File: src/hw/rf_cfg.svh
`ifndef RF_CFG_SVH
`define RF_CFG_SVH

// register file geometry
`define RF_WIDTH   16
`define RF_REGS    32
`define RF_ADDR_W  5

// four banks interleaved on the low address bits
`define RF_BANKS   4
`define RF_SEL_W   2
`define RF_LOCAL_W 3

`define RF_OP_W    2

`endif

File: src/hw/rf_pkg.sv
`include "rf_cfg.svh"

package rf_pkg;

   // command opcodes
   typedef enum logic [`RF_OP_W-1:0] {
      OP_WRITE = 2'd0,
      OP_ADD   = 2'd1,
      OP_SUB   = 2'd2,
      OP_XOR   = 2'd3
   } op_e;

endpackage

File: src/hw/rf_bank.sv
`timescale 1ns/1ps

// two read ports, one write port, synchronous reads
module rf_bank #(
   parameter int WIDTH = 16,
   parameter int DEPTH = 8
) (
   input  logic                     clk_i,

   input  logic                     w_v_i,
   input  logic [$clog2(DEPTH)-1:0] w_addr_i,
   input  logic [WIDTH-1:0]         w_data_i,

   input  logic                     r0_v_i,
   input  logic [$clog2(DEPTH)-1:0] r0_addr_i,
   output logic [WIDTH-1:0]         r0_data_o,

   input  logic                     r1_v_i,
   input  logic [$clog2(DEPTH)-1:0] r1_addr_i,
   output logic [WIDTH-1:0]         r1_data_o
);

   logic [WIDTH-1:0] mem [DEPTH];
   logic [WIDTH-1:0] r0_data_q;
   logic [WIDTH-1:0] r1_data_q;

   // storage array written at the edge
   always_ff @(posedge clk_i)
   begin
      if (w_v_i)
      begin
         mem[w_addr_i] <= w_data_i;
      end
   end

   // a read at the write edge sees the old word
   // outputs hold while the read valid is low
   always_ff @(posedge clk_i)
   begin
      if (r0_v_i)
      begin
         r0_data_q <= mem[r0_addr_i];
      end
      if (r1_v_i)
      begin
         r1_data_q <= mem[r1_addr_i];
      end
   end

   assign r0_data_o = r0_data_q;
   assign r1_data_o = r1_data_q;

endmodule

File: src/hw/rf_dispatch.sv
`timescale 1ns/1ps

`include "rf_cfg.svh"

module rf_dispatch (
   input  logic                                       clk_i,
   input  logic                                       rst_n_i,

   input  logic                                       cmd_v_i,
   input  rf_pkg::op_e                                cmd_op_i,
   input  logic [`RF_ADDR_W-1:0]                      cmd_dst_i,
   input  logic [`RF_ADDR_W-1:0]                      cmd_src0_i,
   input  logic [`RF_ADDR_W-1:0]                      cmd_src1_i,
   input  logic [`RF_WIDTH-1:0]                       cmd_imm_i,

   input  logic                                       wb_v_i,
   input  logic [`RF_ADDR_W-1:0]                      wb_addr_i,
   input  logic [`RF_WIDTH-1:0]                       wb_data_i,

   output logic [`RF_BANKS-1:0]                       bank_r0_v_o,
   output logic [`RF_BANKS-1:0][`RF_LOCAL_W-1:0]      bank_r0_addr_o,
   output logic [`RF_BANKS-1:0]                       bank_r1_v_o,
   output logic [`RF_BANKS-1:0][`RF_LOCAL_W-1:0]      bank_r1_addr_o,
   output logic [`RF_BANKS-1:0]                       bank_w_v_o,
   output logic [`RF_BANKS-1:0][`RF_LOCAL_W-1:0]      bank_w_addr_o,
   output logic [`RF_BANKS-1:0][`RF_WIDTH-1:0]        bank_w_data_o,

   output logic                                       stage_v_o,
   output rf_pkg::op_e                                stage_op_o,
   output logic [`RF_ADDR_W-1:0]                      stage_dst_o,
   output logic [`RF_WIDTH-1:0]                       stage_imm_o,
   output logic [`RF_SEL_W-1:0]                       stage_sel0_o,
   output logic [`RF_SEL_W-1:0]                       stage_sel1_o,
   output logic                                       byp0_o,
   output logic                                       byp1_o
);

   logic [`RF_SEL_W-1:0] sel0;
   logic [`RF_SEL_W-1:0] sel1;
   logic [`RF_SEL_W-1:0] wsel;
   logic                 rd_en;
   logic                 byp0_d;
   logic                 byp1_d;

   // low bits pick the bank, high bits the entry inside it
   assign sel0  = cmd_src0_i[`RF_SEL_W-1:0];
   assign sel1  = cmd_src1_i[`RF_SEL_W-1:0];
   assign wsel  = wb_addr_i[`RF_SEL_W-1:0];

   // write immediate has no sources
   assign rd_en = cmd_v_i && (cmd_op_i != rf_pkg::OP_WRITE);

   always_comb
   begin
      for (int b = 0; b < `RF_BANKS; b++)
      begin
         bank_r0_v_o[b]    = rd_en && (sel0 == `RF_SEL_W'(b));
         bank_r0_addr_o[b] = cmd_src0_i[`RF_ADDR_W-1:`RF_SEL_W];
         bank_r1_v_o[b]    = rd_en && (sel1 == `RF_SEL_W'(b));
         bank_r1_addr_o[b] = cmd_src1_i[`RF_ADDR_W-1:`RF_SEL_W];
         bank_w_v_o[b]     = wb_v_i && (wsel == `RF_SEL_W'(b));
         bank_w_addr_o[b]  = wb_addr_i[`RF_ADDR_W-1:`RF_SEL_W];
         bank_w_data_o[b]  = wb_data_i;
      end
   end

   // the write in flight lands at the same edge as these reads,
   // and the bank returns the old word, so take it from the collector
   assign byp0_d = wb_v_i && (cmd_src0_i == wb_addr_i);
   assign byp1_d = wb_v_i && (cmd_src1_i == wb_addr_i);

   always_ff @(posedge clk_i)
   begin
      if (!rst_n_i)
      begin
         stage_v_o <= 1'b0;
      end
      else
      begin
         stage_v_o <= cmd_v_i;
      end
   end

   always_ff @(posedge clk_i)
   begin
      stage_op_o   <= cmd_op_i;
      stage_dst_o  <= cmd_dst_i;
      stage_imm_o  <= cmd_imm_i;
      stage_sel0_o <= sel0;
      stage_sel1_o <= sel1;
      byp0_o       <= byp0_d;
      byp1_o       <= byp1_d;
   end

endmodule

File: src/hw/rf_collect.sv
`timescale 1ns/1ps

`include "rf_cfg.svh"

module rf_collect (
   input  logic                                  clk_i,
   input  logic                                  rst_n_i,

   input  logic                                  stage_v_i,
   input  rf_pkg::op_e                           stage_op_i,
   input  logic [`RF_ADDR_W-1:0]                 stage_dst_i,
   input  logic [`RF_WIDTH-1:0]                  stage_imm_i,
   input  logic [`RF_SEL_W-1:0]                  stage_sel0_i,
   input  logic [`RF_SEL_W-1:0]                  stage_sel1_i,
   input  logic                                  byp0_i,
   input  logic                                  byp1_i,

   input  logic [`RF_BANKS-1:0][`RF_WIDTH-1:0]   bank_r0_data_i,
   input  logic [`RF_BANKS-1:0][`RF_WIDTH-1:0]   bank_r1_data_i,

   output logic                                  wb_v_o,
   output logic [`RF_ADDR_W-1:0]                 wb_addr_o,
   output logic [`RF_WIDTH-1:0]                  wb_data_o,

   output logic                                  res_v_o,
   output logic [`RF_WIDTH-1:0]                  res_data_o
);

   logic [`RF_WIDTH-1:0] opa;
   logic [`RF_WIDTH-1:0] opb;
   logic [`RF_WIDTH-1:0] result;
   logic [`RF_WIDTH-1:0] last_wb_q;
   logic                 res_v_q;
   logic [`RF_WIDTH-1:0] res_data_q;

   // forwarded data wins over the bank
   assign opa = byp0_i ? last_wb_q : bank_r0_data_i[stage_sel0_i];
   assign opb = byp1_i ? last_wb_q : bank_r1_data_i[stage_sel1_i];

   always_comb
   begin
      case (stage_op_i)
         rf_pkg::OP_WRITE: result = stage_imm_i;
         rf_pkg::OP_ADD:   result = opa + opb;
         // wraps modulo 2^16
         rf_pkg::OP_SUB:   result = opa - opb;
         rf_pkg::OP_XOR:   result = opa ^ opb;
         default:          result = stage_imm_i;
      endcase
   end

   // writeback goes straight back to the dispatcher this cycle
   assign wb_v_o    = stage_v_i;
   assign wb_addr_o = stage_dst_i;
   assign wb_data_o = result;

   always_ff @(posedge clk_i)
   begin
      if (!rst_n_i)
      begin
         res_v_q <= 1'b0;
      end
      else
      begin
         res_v_q <= stage_v_i;
      end
   end

   // last written value feeds the next command when its source matches
   always_ff @(posedge clk_i)
   begin
      res_data_q <= result;
      if (stage_v_i)
      begin
         last_wb_q <= result;
      end
   end

   assign res_v_o    = res_v_q;
   assign res_data_o = res_data_q;

endmodule

File: src/hw/rf_engine_top.sv
`timescale 1ns/1ps

`include "rf_cfg.svh"

module rf_engine_top (
   input  logic                    clk_i,
   input  logic                    rst_n_i,

   input  logic                    cmd_v_i,
   input  rf_pkg::op_e             cmd_op_i,
   input  logic [`RF_ADDR_W-1:0]   cmd_dst_i,
   input  logic [`RF_ADDR_W-1:0]   cmd_src0_i,
   input  logic [`RF_ADDR_W-1:0]   cmd_src1_i,
   input  logic [`RF_WIDTH-1:0]    cmd_imm_i,

   output logic                    res_v_o,
   output logic [`RF_WIDTH-1:0]    res_data_o
);

   // dispatcher to banks
   logic [`RF_BANKS-1:0]                    bank_r0_v;
   logic [`RF_BANKS-1:0][`RF_LOCAL_W-1:0]   bank_r0_addr;
   logic [`RF_BANKS-1:0]                    bank_r1_v;
   logic [`RF_BANKS-1:0][`RF_LOCAL_W-1:0]   bank_r1_addr;
   logic [`RF_BANKS-1:0]                    bank_w_v;
   logic [`RF_BANKS-1:0][`RF_LOCAL_W-1:0]   bank_w_addr;
   logic [`RF_BANKS-1:0][`RF_WIDTH-1:0]     bank_w_data;

   // banks to collector
   logic [`RF_BANKS-1:0][`RF_WIDTH-1:0]     bank_r0_data;
   logic [`RF_BANKS-1:0][`RF_WIDTH-1:0]     bank_r1_data;

   // dispatcher to collector
   logic                    stage_v;
   rf_pkg::op_e             stage_op;
   logic [`RF_ADDR_W-1:0]   stage_dst;
   logic [`RF_WIDTH-1:0]    stage_imm;
   logic [`RF_SEL_W-1:0]    stage_sel0;
   logic [`RF_SEL_W-1:0]    stage_sel1;
   logic                    byp0;
   logic                    byp1;

   // writeback loop
   logic                    wb_v;
   logic [`RF_ADDR_W-1:0]   wb_addr;
   logic [`RF_WIDTH-1:0]    wb_data;

   rf_dispatch u_rf_dispatch (
      .clk_i          (clk_i),
      .rst_n_i        (rst_n_i),
      .cmd_v_i        (cmd_v_i),
      .cmd_op_i       (cmd_op_i),
      .cmd_dst_i      (cmd_dst_i),
      .cmd_src0_i     (cmd_src0_i),
      .cmd_src1_i     (cmd_src1_i),
      .cmd_imm_i      (cmd_imm_i),
      .wb_v_i         (wb_v),
      .wb_addr_i      (wb_addr),
      .wb_data_i      (wb_data),
      .bank_r0_v_o    (bank_r0_v),
      .bank_r0_addr_o (bank_r0_addr),
      .bank_r1_v_o    (bank_r1_v),
      .bank_r1_addr_o (bank_r1_addr),
      .bank_w_v_o     (bank_w_v),
      .bank_w_addr_o  (bank_w_addr),
      .bank_w_data_o  (bank_w_data),
      .stage_v_o      (stage_v),
      .stage_op_o     (stage_op),
      .stage_dst_o    (stage_dst),
      .stage_imm_o    (stage_imm),
      .stage_sel0_o   (stage_sel0),
      .stage_sel1_o   (stage_sel1),
      .byp0_o         (byp0),
      .byp1_o         (byp1)
   );

   for (genvar b = 0; b < `RF_BANKS; b++)
   begin : g_bank
      rf_bank #(
         .WIDTH (`RF_WIDTH),
         .DEPTH (`RF_REGS / `RF_BANKS)
      ) u_rf_bank (
         .clk_i     (clk_i),
         .w_v_i     (bank_w_v[b]),
         .w_addr_i  (bank_w_addr[b]),
         .w_data_i  (bank_w_data[b]),
         .r0_v_i    (bank_r0_v[b]),
         .r0_addr_i (bank_r0_addr[b]),
         .r0_data_o (bank_r0_data[b]),
         .r1_v_i    (bank_r1_v[b]),
         .r1_addr_i (bank_r1_addr[b]),
         .r1_data_o (bank_r1_data[b])
      );
   end

   rf_collect u_rf_collect (
      .clk_i          (clk_i),
      .rst_n_i        (rst_n_i),
      .stage_v_i      (stage_v),
      .stage_op_i     (stage_op),
      .stage_dst_i    (stage_dst),
      .stage_imm_i    (stage_imm),
      .stage_sel0_i   (stage_sel0),
      .stage_sel1_i   (stage_sel1),
      .byp0_i         (byp0),
      .byp1_i         (byp1),
      .bank_r0_data_i (bank_r0_data),
      .bank_r1_data_i (bank_r1_data),
      .wb_v_o         (wb_v),
      .wb_addr_o      (wb_addr),
      .wb_data_o      (wb_data),
      .res_v_o        (res_v_o),
      .res_data_o     (res_data_o)
   );

endmodule

File: config.mk
export PLATFORM = sky130hd
export DESIGN_NAME = rf_engine_top
export DESIGN_NICKNAME = d
export VERILOG_FILES = /design/src/hw/rf_pkg.sv /design/src/hw/rf_bank.sv /design/src/hw/rf_dispatch.sv /design/src/hw/rf_collect.sv /design/src/hw/rf_engine_top.sv
export VERILOG_INCLUDE_DIRS = /design/src /design/src/hw
export SDC_FILE = /design/constraint.sdc
export NUM_CORES = 1
export LEC_CHECK = 0
export BUFFER_PORTS_ARGS = -buffer_cell sky130_fd_sc_hd__buf_2
export CAP_MARGIN = 20
export CORE_AREA = 2 2 235 237
export DETAILED_ROUTE_END_ITERATION = 8
export DIE_AREA = 0 0 237 239
export GPL_ROUTABILITY_DRIVEN = 0
export HOLD_SLACK_MARGIN = 0.06
export PLACE_DENSITY = 0.86
export RECOVER_POWER = 100
export SLEW_MARGIN = 20
export SYNTH_ARGS = -nofsm -noshare
export SYNTH_HDL_FRONTEND = slang
export SYNTH_SLANG_ARGS = --single-unit
export TNS_END_PERCENT = 50
File: constraint.sdc
create_clock -name clk_i -period 6.3 [get_ports clk_i]
set_clock_uncertainty 0.15 [all_clocks]
set_input_delay 0.315 -clock clk_i [delete_from_list [all_inputs] [get_ports clk_i]]
set_output_delay 0.315 -clock clk_i [all_outputs]
set_load 0.05 [all_outputs]
==> results of run 1 <==
cell families (layout without fill, tap and decap cells):
logic type               count (synthesis)  in the layout
other                                    0              1
buffers and inverters                  116            298
AND/OR/NAND/NOR                        153            153
adder cells (fa/ha/maj)                 20             20
AO/OA/AOI/OAI                          108            108
XOR/XNOR                                49             49
flip-flops                             703            703
multiplexers                           448            448
how the worst min path moves through the flow:
stage / startpoint / slack [ps] / end
after floorplan: cmd_dst_i[0] / 190 / u_rf_dispatch.stage_dst_o[0]$_DFF_P_
after global placement: cmd_imm_i[10] / 270 / u_rf_dispatch.stage_imm_o[10]$_DFF_P_
after detailed placement: cmd_imm_i[15] / 270 / u_rf_dispatch.stage_imm_o[15]$_DFF_P_
after CTS: cmd_src1_i[4] / 120 / g_bank[0].u_rf_bank.r1_data_o[10]$_DFFE_PP_
after global routing: cmd_src1_i[4] / 130 / g_bank[0].u_rf_bank.r1_data_o[10]$_DFFE_PP_
final: cmd_src0_i[4] / 140 / g_bank[2].u_rf_bank.r0_data_o[6]$_DFFE_PP_
registers in the layout, summed over array words and instances (netlist names), 2 cells and up:
register / count
u_rf_dispatch.stage_dst_o: 5
u_rf_dispatch.stage_imm_o: 16
u_rf_dispatch.stage_op_o: 2
u_rf_dispatch.stage_sel0_o: 2
g_bank.u_rf_bank.r1_data_o: 64
u_rf_dispatch.stage_sel1_o: 2
g_bank.u_rf_bank.mem: 512
g_bank.u_rf_bank.r0_data_o: 64
u_rf_collect.last_wb_q: 16
u_rf_collect.res_data_o: 16
area by class of cell:
cell class / count / area (sq um)
Fill cell: 3415 / 19010
Inverter: 17 / 63.81
Antenna cell: 1 / 2.502
Timing Repair Buffer: 146 / 844.6
Clock buffer: 94 / 1997
Multi-Input combinational cell: 778 / 10480
Clock inverter: 41 / 420.4
Sequential cell: 703 / 20640
Tap cell: 704 / 880.8
layout by cell type, fill, tap and decap left out, types with 9 or more instances in the layout:
cell	n
dfxtp_1	46
nor3_1	11
a21oi_1	23
buf_2	23
nand2_1	25
dlygate4sd3_1	29
xnor2_1	28
nor2_1	62
o21ai_0	16
mux2i_1	19
clkinv_1	13
xor2_1	21
clkinv_2	10
clkbuf_1	80
mux4_2	276
clkbuf_2	11
edfxtp_1	656
inv_1	17
nor2b_1	9
mux2_2	98
ha_1	19
mux2_1	52
buf_4	15
clkbuf_16	74
where the power goes:
group | switching [W] | internal [W] | total [W] | leakage (nW)
logic | 0.000837 | 0.000428 | 0.00126 | 3.81
clock network | 0.00183 | 0.00254 | 0.00438 | 1.18
registers | 0.0000676 | 0.00543 | 0.00550 | 6.36
total | 0.00274 | 0.00840 | 0.0111 | 11.3
metal layers:
| layer | share of wire (%) | vias up | GRT usage (%) |
|---|---|---|---|
| met5 | 0.076 | - | 0 |
| met4 | 4.8 | 10 | 13.75 |
| met3 | 13 | 252 | 8.626 |
| met2 | 47 | 1421 | 46.76 |
| met1 | 35 | 8945 | 40.75 |
| li1 | - | 6946 | - |
metrics by stage:
step | area [sq um] | power [W] | cells
after floorplan | 31550 | 0.006375 | 1597
after global placement | 32900 | 0.006781 | 2319
after detailed placement | 32900 | 0.006828 | 2319
after CTS | 35610 | 0.01116 | 2483
after global routing | 35330 | 0.01139 | 2484
final | 35330 | 0.01114 | 2484
==> key figures, run 1 <==
Outcome
  • Status: complete, but fails checks
  • Failing checks: capacitance limit, slew limit

Global routing
  • Total grt overflow: 0
  • GRT Total Usage: 30.33%
  • Vias in the first global route: 17950
  • Pin count of the biggest net entering global routing: 76
  • Antenna violations before repair: 7
  • First-pass GRT wire length: 121.9 mm

Floorplan
  • # rows: 86
  • Die height: 239 microns
  • Die Wd: 237 microns
  • Core Box Area: 0.05434 sq mm
  • # IOs: 53
  • Die area: 0.05664 sq mm
  • Initial Util: 58.06%

Layout
  • Share of layout cells above drive strength 1: 31.42%
  • Fin nets: 1775
  • P&R area growth vs syn: 11.98%
  • Layout Utilization: 65.02%

Logic synthesis
  • Most common cell in the synthesized netlist: edfxtp_1
  • Register area share after synthesis: 65.42%
  • Ys async rst share: 0%
  • Synth Flop Type: edfxtp_1
  • Synth warnings: 0
  • Synth Area in Compound Gates: 2.431%
  • Synth Register Bits: 703
  • Largest family of logic cells by synthesized area: multiplexers
  • Synthesized area per cell: 19.76 sq um
  • Post-Synth Adder-Cell Area: 0.8170%
  • Net Count, Synth: 1653
  • Top cells by area, synth: edfxtp_1 (62%), mux4_2 (20%), mux2_2 (5.3%)
  • Mux cell area share after synthesis: 25.87%
  • Synth Area in Simple Gates: 2.554%
  • Number of synthesized flops with an enable pin: 656
  • Mapped Area: 0.03155 sq mm
  • Most area-hungry cell type in the Yosys netlist: edfxtp_1
  • Synth top cells by count: edfxtp_1 (656), mux4_2 (276), mux2_2 (148)
  • Post-Synth XOR/XNOR Area: 1.360%
  • Yosys cell types: 69
  • Top-area cell type share of the netlist area: 62.44%
  • Mapped Cells: 1597

Worst setup path
  • WP data required: 6470 ps
  • CP Buf/Inv Count: 3
  • FF-to-FF path depth: 16
  • Setup crit end kind: register
  • Max incr delay on CP: 720 ps
  • CP Cell Sequence: inv_1, mux2i_1, ha_1, nor2_1, a21oi_1, inv_1, ha_1, nor2b_1, o31a_1, or4_1, a32o_1, o41ai_1, o21ai_1, xnor2_1, o221ai_2, clkbuf_2
  • Reg-to-reg endpoint: g_bank[3].u_rf_bank.mem[2][15]$_DFFE_PP_
  • Startpoint types: register
  • Worst r2r src: u_rf_dispatch.byp1_o$_DFF_P_
  • Critical Path End: g_bank[3].u_rf_bank.mem[2][15]$_DFFE_PP_
  • Family with the most delay on the worst path: compound AO/OA/AOI/OAI gates
  • Crit Path Class: reg -> reg
  • Worst EP arrival: 6060 ps
  • Cell count along the critical path: 16
  • R2R setup slack: 420 ps
  • Crit path from: u_rf_dispatch.byp1_o$_DFF_P_
  • Worst-path cell with the longest stage delay: dfxtp_1
  • Crit-path max FO: 34

Drt
  • Wire per inst: 33.74 microns
  • Detailed Route Iter0 Violations: 2965
  • Via count: 17570
  • Vias/cell: 7.075
  • Post-route DRC: 0
  • TritonRoute pass-1 iters: 8
  • Post-route ant nets: 0
  • Final wirelength: 83.81 mm

Timing
  • Max Fclk: 170.0 MHz
  • Relative slew slack: -107.1%
  • Setup ws final: 417.8 ps
  • Worst-Margin Slew: 3107 ps
  • Fin crit period: 5882 ps
  • Fin. max-slew vios: 623
  • Worst Hold Slack: 140.8 ps
  • Final Hold Fails: 0
  • RSZ-0062 raised after global routing: false
  • Final setup TNS: 0 ps
  • Final setup fails: 0
  • Part of the cycle the worst path needs: 93.37%

Clocking
  • Clock tree from TritonCTS: done
  • Longest Clk Path Bufs: 3
  • Clock transition at path regs: 60 ps
  • Post-CTS Setup Inserts: 0
  • Total clock sinks: 703
  • Total CTS buffers: 73
  • H-tree Lvls: 3
  • Worst skew pair latency: 640 ps
  • PostCTS Resize Cnt: 0
  • Root Driver: clkbuf_16
  • Post-CTS Hold Buffers: 29

Pwr
  • Leak: 11.35 nW
  • VDD IR max: 0.2042 mV
  • Pwr dens: 315.3 mW/mm^2

Place
  • Placed wire-length estimate: 49.05 mm
  • IO Port Bufs: 52
  • Post-Place Worst Slack: 846.5 ps

Hold path
  • Hold Path Depth: 2
  • Tightest Hold Check Type: in -> reg

Job
  • Max Cap Viol: 21
Power figures use the tool's default switching activity.
==> run 2: changes to the inputs <==
Settings changed: CORE_AREA 2 2 235 237 to 2 2 241 243, DIE_AREA 0 0 237 239 to 0 0 243 245, SYNTH_HIERARCHICAL from default to 1.
==> run 2 against run 1 <==
The flow still finishes with violations (capacitance limit, slew limit). Clock-buffer cell count down 5. Clock power down 5.7%. Power down 2.6%.
==> key figures, run 2 <==
Clocking
  • Longest Clk Path Bufs: 3
  • Clock transition at path regs: 60 ps
  • Total clock sinks: 703
  • Root Driver: clkbuf_16
  • Total CTS buffers: 70
  • Worst skew pair latency: 620 ps
  • H-tree Lvls: 3
  • Clock tree from TritonCTS: done

Worst setup path
  • CP Cell Sequence: mux4_2, mux2i_1, ha_1, nor2_1, xnor2_1, ha_1, nor2b_1, o21ai_0, nand2b_1, a21o_1, a21o_1, xor2_1, a221oi_1, a21oi_1, clkbuf_2
  • Crit path from: u_rf_dispatch/stage_sel1_o[1]$_DFF_P_
  • Worst EP arrival: 6110 ps
  • Worst-path cell with the longest stage delay: a21oi_1
  • CP Buf/Inv Count: 1
  • Crit-path max FO: 40
  • Startpoint types: register
  • R2R setup slack: 400 ps
  • Worst r2r src: u_rf_dispatch/stage_sel1_o[1]$_DFF_P_
  • Cell count along the critical path: 15
  • WP data required: 6510 ps
  • Critical Path End: g_bank[0].u_rf_bank/mem[1][6]$_DFFE_PP_
  • Reg-to-reg endpoint: g_bank[0].u_rf_bank/mem[1][6]$_DFFE_PP_
  • FF-to-FF path depth: 15
  • Crit Path Class: reg -> reg
  • Setup crit end kind: register
  • Family with the most delay on the worst path: compound AO/OA/AOI/OAI gates
  • Max incr delay on CP: 1220 ps

Timing
  • Relative slew slack: -214.2%
  • Final Hold Fails: 0
  • Fin. max-slew vios: 660
  • Final setup fails: 0
  • Max Fclk: 169.6 MHz
  • Part of the cycle the worst path needs: 93.60%
  • Worst-Margin Slew: 4713 ps
  • Worst Hold Slack: 165.7 ps
  • Final setup TNS: 0 ps
  • RSZ-0062 raised after global routing: false
  • Fin crit period: 5897 ps

Global routing
  • Met2 GRT Util: 46.18%
  • GRT Total Usage: 28.83%
  • Vias in the first global route: 17900
  • First-pass GRT wire length: 122.3 mm
  • Met1 Usage GRT: 39.46%
  • Antenna violations before repair: 5
  • Grt peak-use layer: met2
  • Total grt overflow: 0
  • Pin count of the biggest net entering global routing: 71
  • Met3 global-route usage: 6.702%

Floorplan
  • Die height: 245 microns
  • # rows: 88
  • # IOs: 53
  • Initial Util: 58.39%
  • Core Box Area: 0.05703 sq mm
  • Die Wd: 243 microns
  • Die area: 0.05954 sq mm

Logic synthesis
  • Number of synthesized flops with an enable pin: 656
  • Synthesized area per cell: 19.50 sq um
  • Top cells by area, synth: edfxtp_1 (59%), mux4_1 (18%), mux2_2 (5.1%)
  • Most area-hungry cell type in the Yosys netlist: edfxtp_1
  • Yosys cell types: 52
  • Net Count, Synth: 1764
  • Mapped Cells: 1708
  • Mapped Area: 0.03330 sq mm
  • Synth top cells by count: edfxtp_1 (656), mux4_1 (224), mux2_2 (151)
  • Ys async rst share: 0%
  • Synth Register Bits: 703
  • Synth warnings: 6
  • Top-area cell type share of the netlist area: 59.15%
  • Synth Flop Type: edfxtp_1
  • Most common cell in the synthesized netlist: edfxtp_1
  • Register area share after synthesis: 61.98%

Outcome
  • Failing checks: capacitance limit, slew limit
  • Status: complete, but fails checks

Drt
  • Wire per inst: 33.26 microns
  • Post-route ant nets: 0
  • Vias/cell: 7.063
  • Post-route DRC: 0
  • Detailed Route Iter0 Violations: 2634
  • Final wirelength: 84.82 mm
  • TritonRoute pass-1 iters: 7
  • Via count: 18010

Layout
  • Most flop-heavy register: g_bank.u_rf_bank/mem
  • Max reg flops: 512
  • Number of fill cells in the layout: 3835
  • Fin nets: 1784
  • Most frequent cells in the layout: edfxtp_1 (656), mux4_1 (224), mux2_2 (108), clkbuf_1 (78), clkbuf_16 (76)
  • Most common cell after layout, fill and taps aside: edfxtp_1
  • P&R area growth vs syn: 8.202%
  • Share of layout cells above drive strength 1: 18.46%

Job
  • Max Cap Viol: 26

Pwr
  • VDD IR max: 0.3290 mV
  • Leak: 12.22 nW
  • NetSw: 0.002658 W
  • Flop pwr share: 50.7%
  • Sw frac: 24.51%
  • Pwr dens: 301.0 mW/mm^2
  • P_int: 0.008188 W
  • Clock power frac: 38.0%
  • Logic pwr share: 11.3%

Place
  • Placed wire-length estimate: 51.24 mm
  • IO Port Bufs: 52

Hold path
  • Tightest Hold Check Type: in -> reg
run 2: changes by cell type in the layout (fill, tap and decap cells not counted), moves of 6 or more:
cell,change
mux4_2,-222
a211oi_1,+7
mux2_1,-9
nor2_1,+6
nand2b_1,+11
a21oi_1,+7
a21o_1,+6
mux4_1,+222
nor3_1,+10
mux2_2,+10
run 2: layout make-up:
cell class	count	area, sq um	share of cell area (%)
Timing Repair Buffer	147	869.6	2.413
Clock inverter	37	274.0	0.7604
Clock buffer	89	2001	5.552
Tap cell	765	957.2	2.656
Inverter	20	75.07	0.2083
Antenna cell	3	7.507	0.02083
Multi-Input combinational cell	786	11210	31.11
Sequential cell	703	20640	57.28
run 2: how the worst min path moves through the flow:
stage,from,end,cells past startpoint
after floorplan,cmd_dst_i[0],u_rf_dispatch/stage_dst_o[0]$_DFF_P_,0
after global placement,cmd_imm_i[4],u_rf_dispatch/stage_imm_o[4]$_DFF_P_,1
after detailed placement,cmd_imm_i[6],u_rf_dispatch/stage_imm_o[6]$_DFF_P_,1
after CTS,cmd_src1_i[3],g_bank[3].u_rf_bank/r1_data_o[4]$_DFFE_PP_,2
after global routing,cmd_src1_i[3],g_bank[3].u_rf_bank/r1_data_o[11]$_DFFE_PP_,2
final,cmd_src1_i[3],g_bank[3].u_rf_bank/r1_data_o[4]$_DFFE_PP_,2
run 2: repair_timing:
action,4_1_cts,5_1_grt
resized for setup,0,0
endpoints found under the hold margin,31,0
hold buffers,30,0
setup buffers,0,0
run 2: power groups by stage:
stage,clock network (W),registers [W],logic (W)
after floorplan,0,0.00562,0.000865
after global placement,0,0.00557,0.00113
after detailed placement,0,0.00558,0.00118
after CTS,0.00416,0.00548,0.00121
after global routing,0.00433,0.00550,0.00128
final,0.00413,0.00549,0.00123
run 2: metal layers:
layer,up-vias,wire (microns)
li1,7151,-
met1,9101,29820
met2,1505,40470
met3,252,11040
met4,2,3479
met5,-,11
run 2: metrics by stage:
| step | total power, W | setup WS [ps] | utilization [%] | area (sq um) | instances |
|---|---|---|---|---|---|
| global placement | 0.006708 | 1185 | 59.15 | 33740 | 2391 |
| finish | 0.01085 | 403.4 | 63.18 | 36030 | 2550 |
| floorplan | 0.006489 | 2081 | - | 33300 | 1708 |
| CTS | 0.01085 | 816.9 | 63.67 | 36310 | 2547 |
| detailed placement | 0.006762 | 867.8 | 59.15 | 33740 | 2391 |
| global route | 0.01110 | 197.5 | 63.16 | 36030 | 2547 |
run 2: kinds of logic after synthesis:
kind of cell / synth area share, %
AND/OR/NAND/NOR: 2.266
AO/OA/AOI/OAI: 2.055
adder cells (fa/ha/maj): 0.7740
flip-flops: 61.98
XOR/XNOR: 1.394
multiplexers: 27.01
buffers and inverters: 4.520
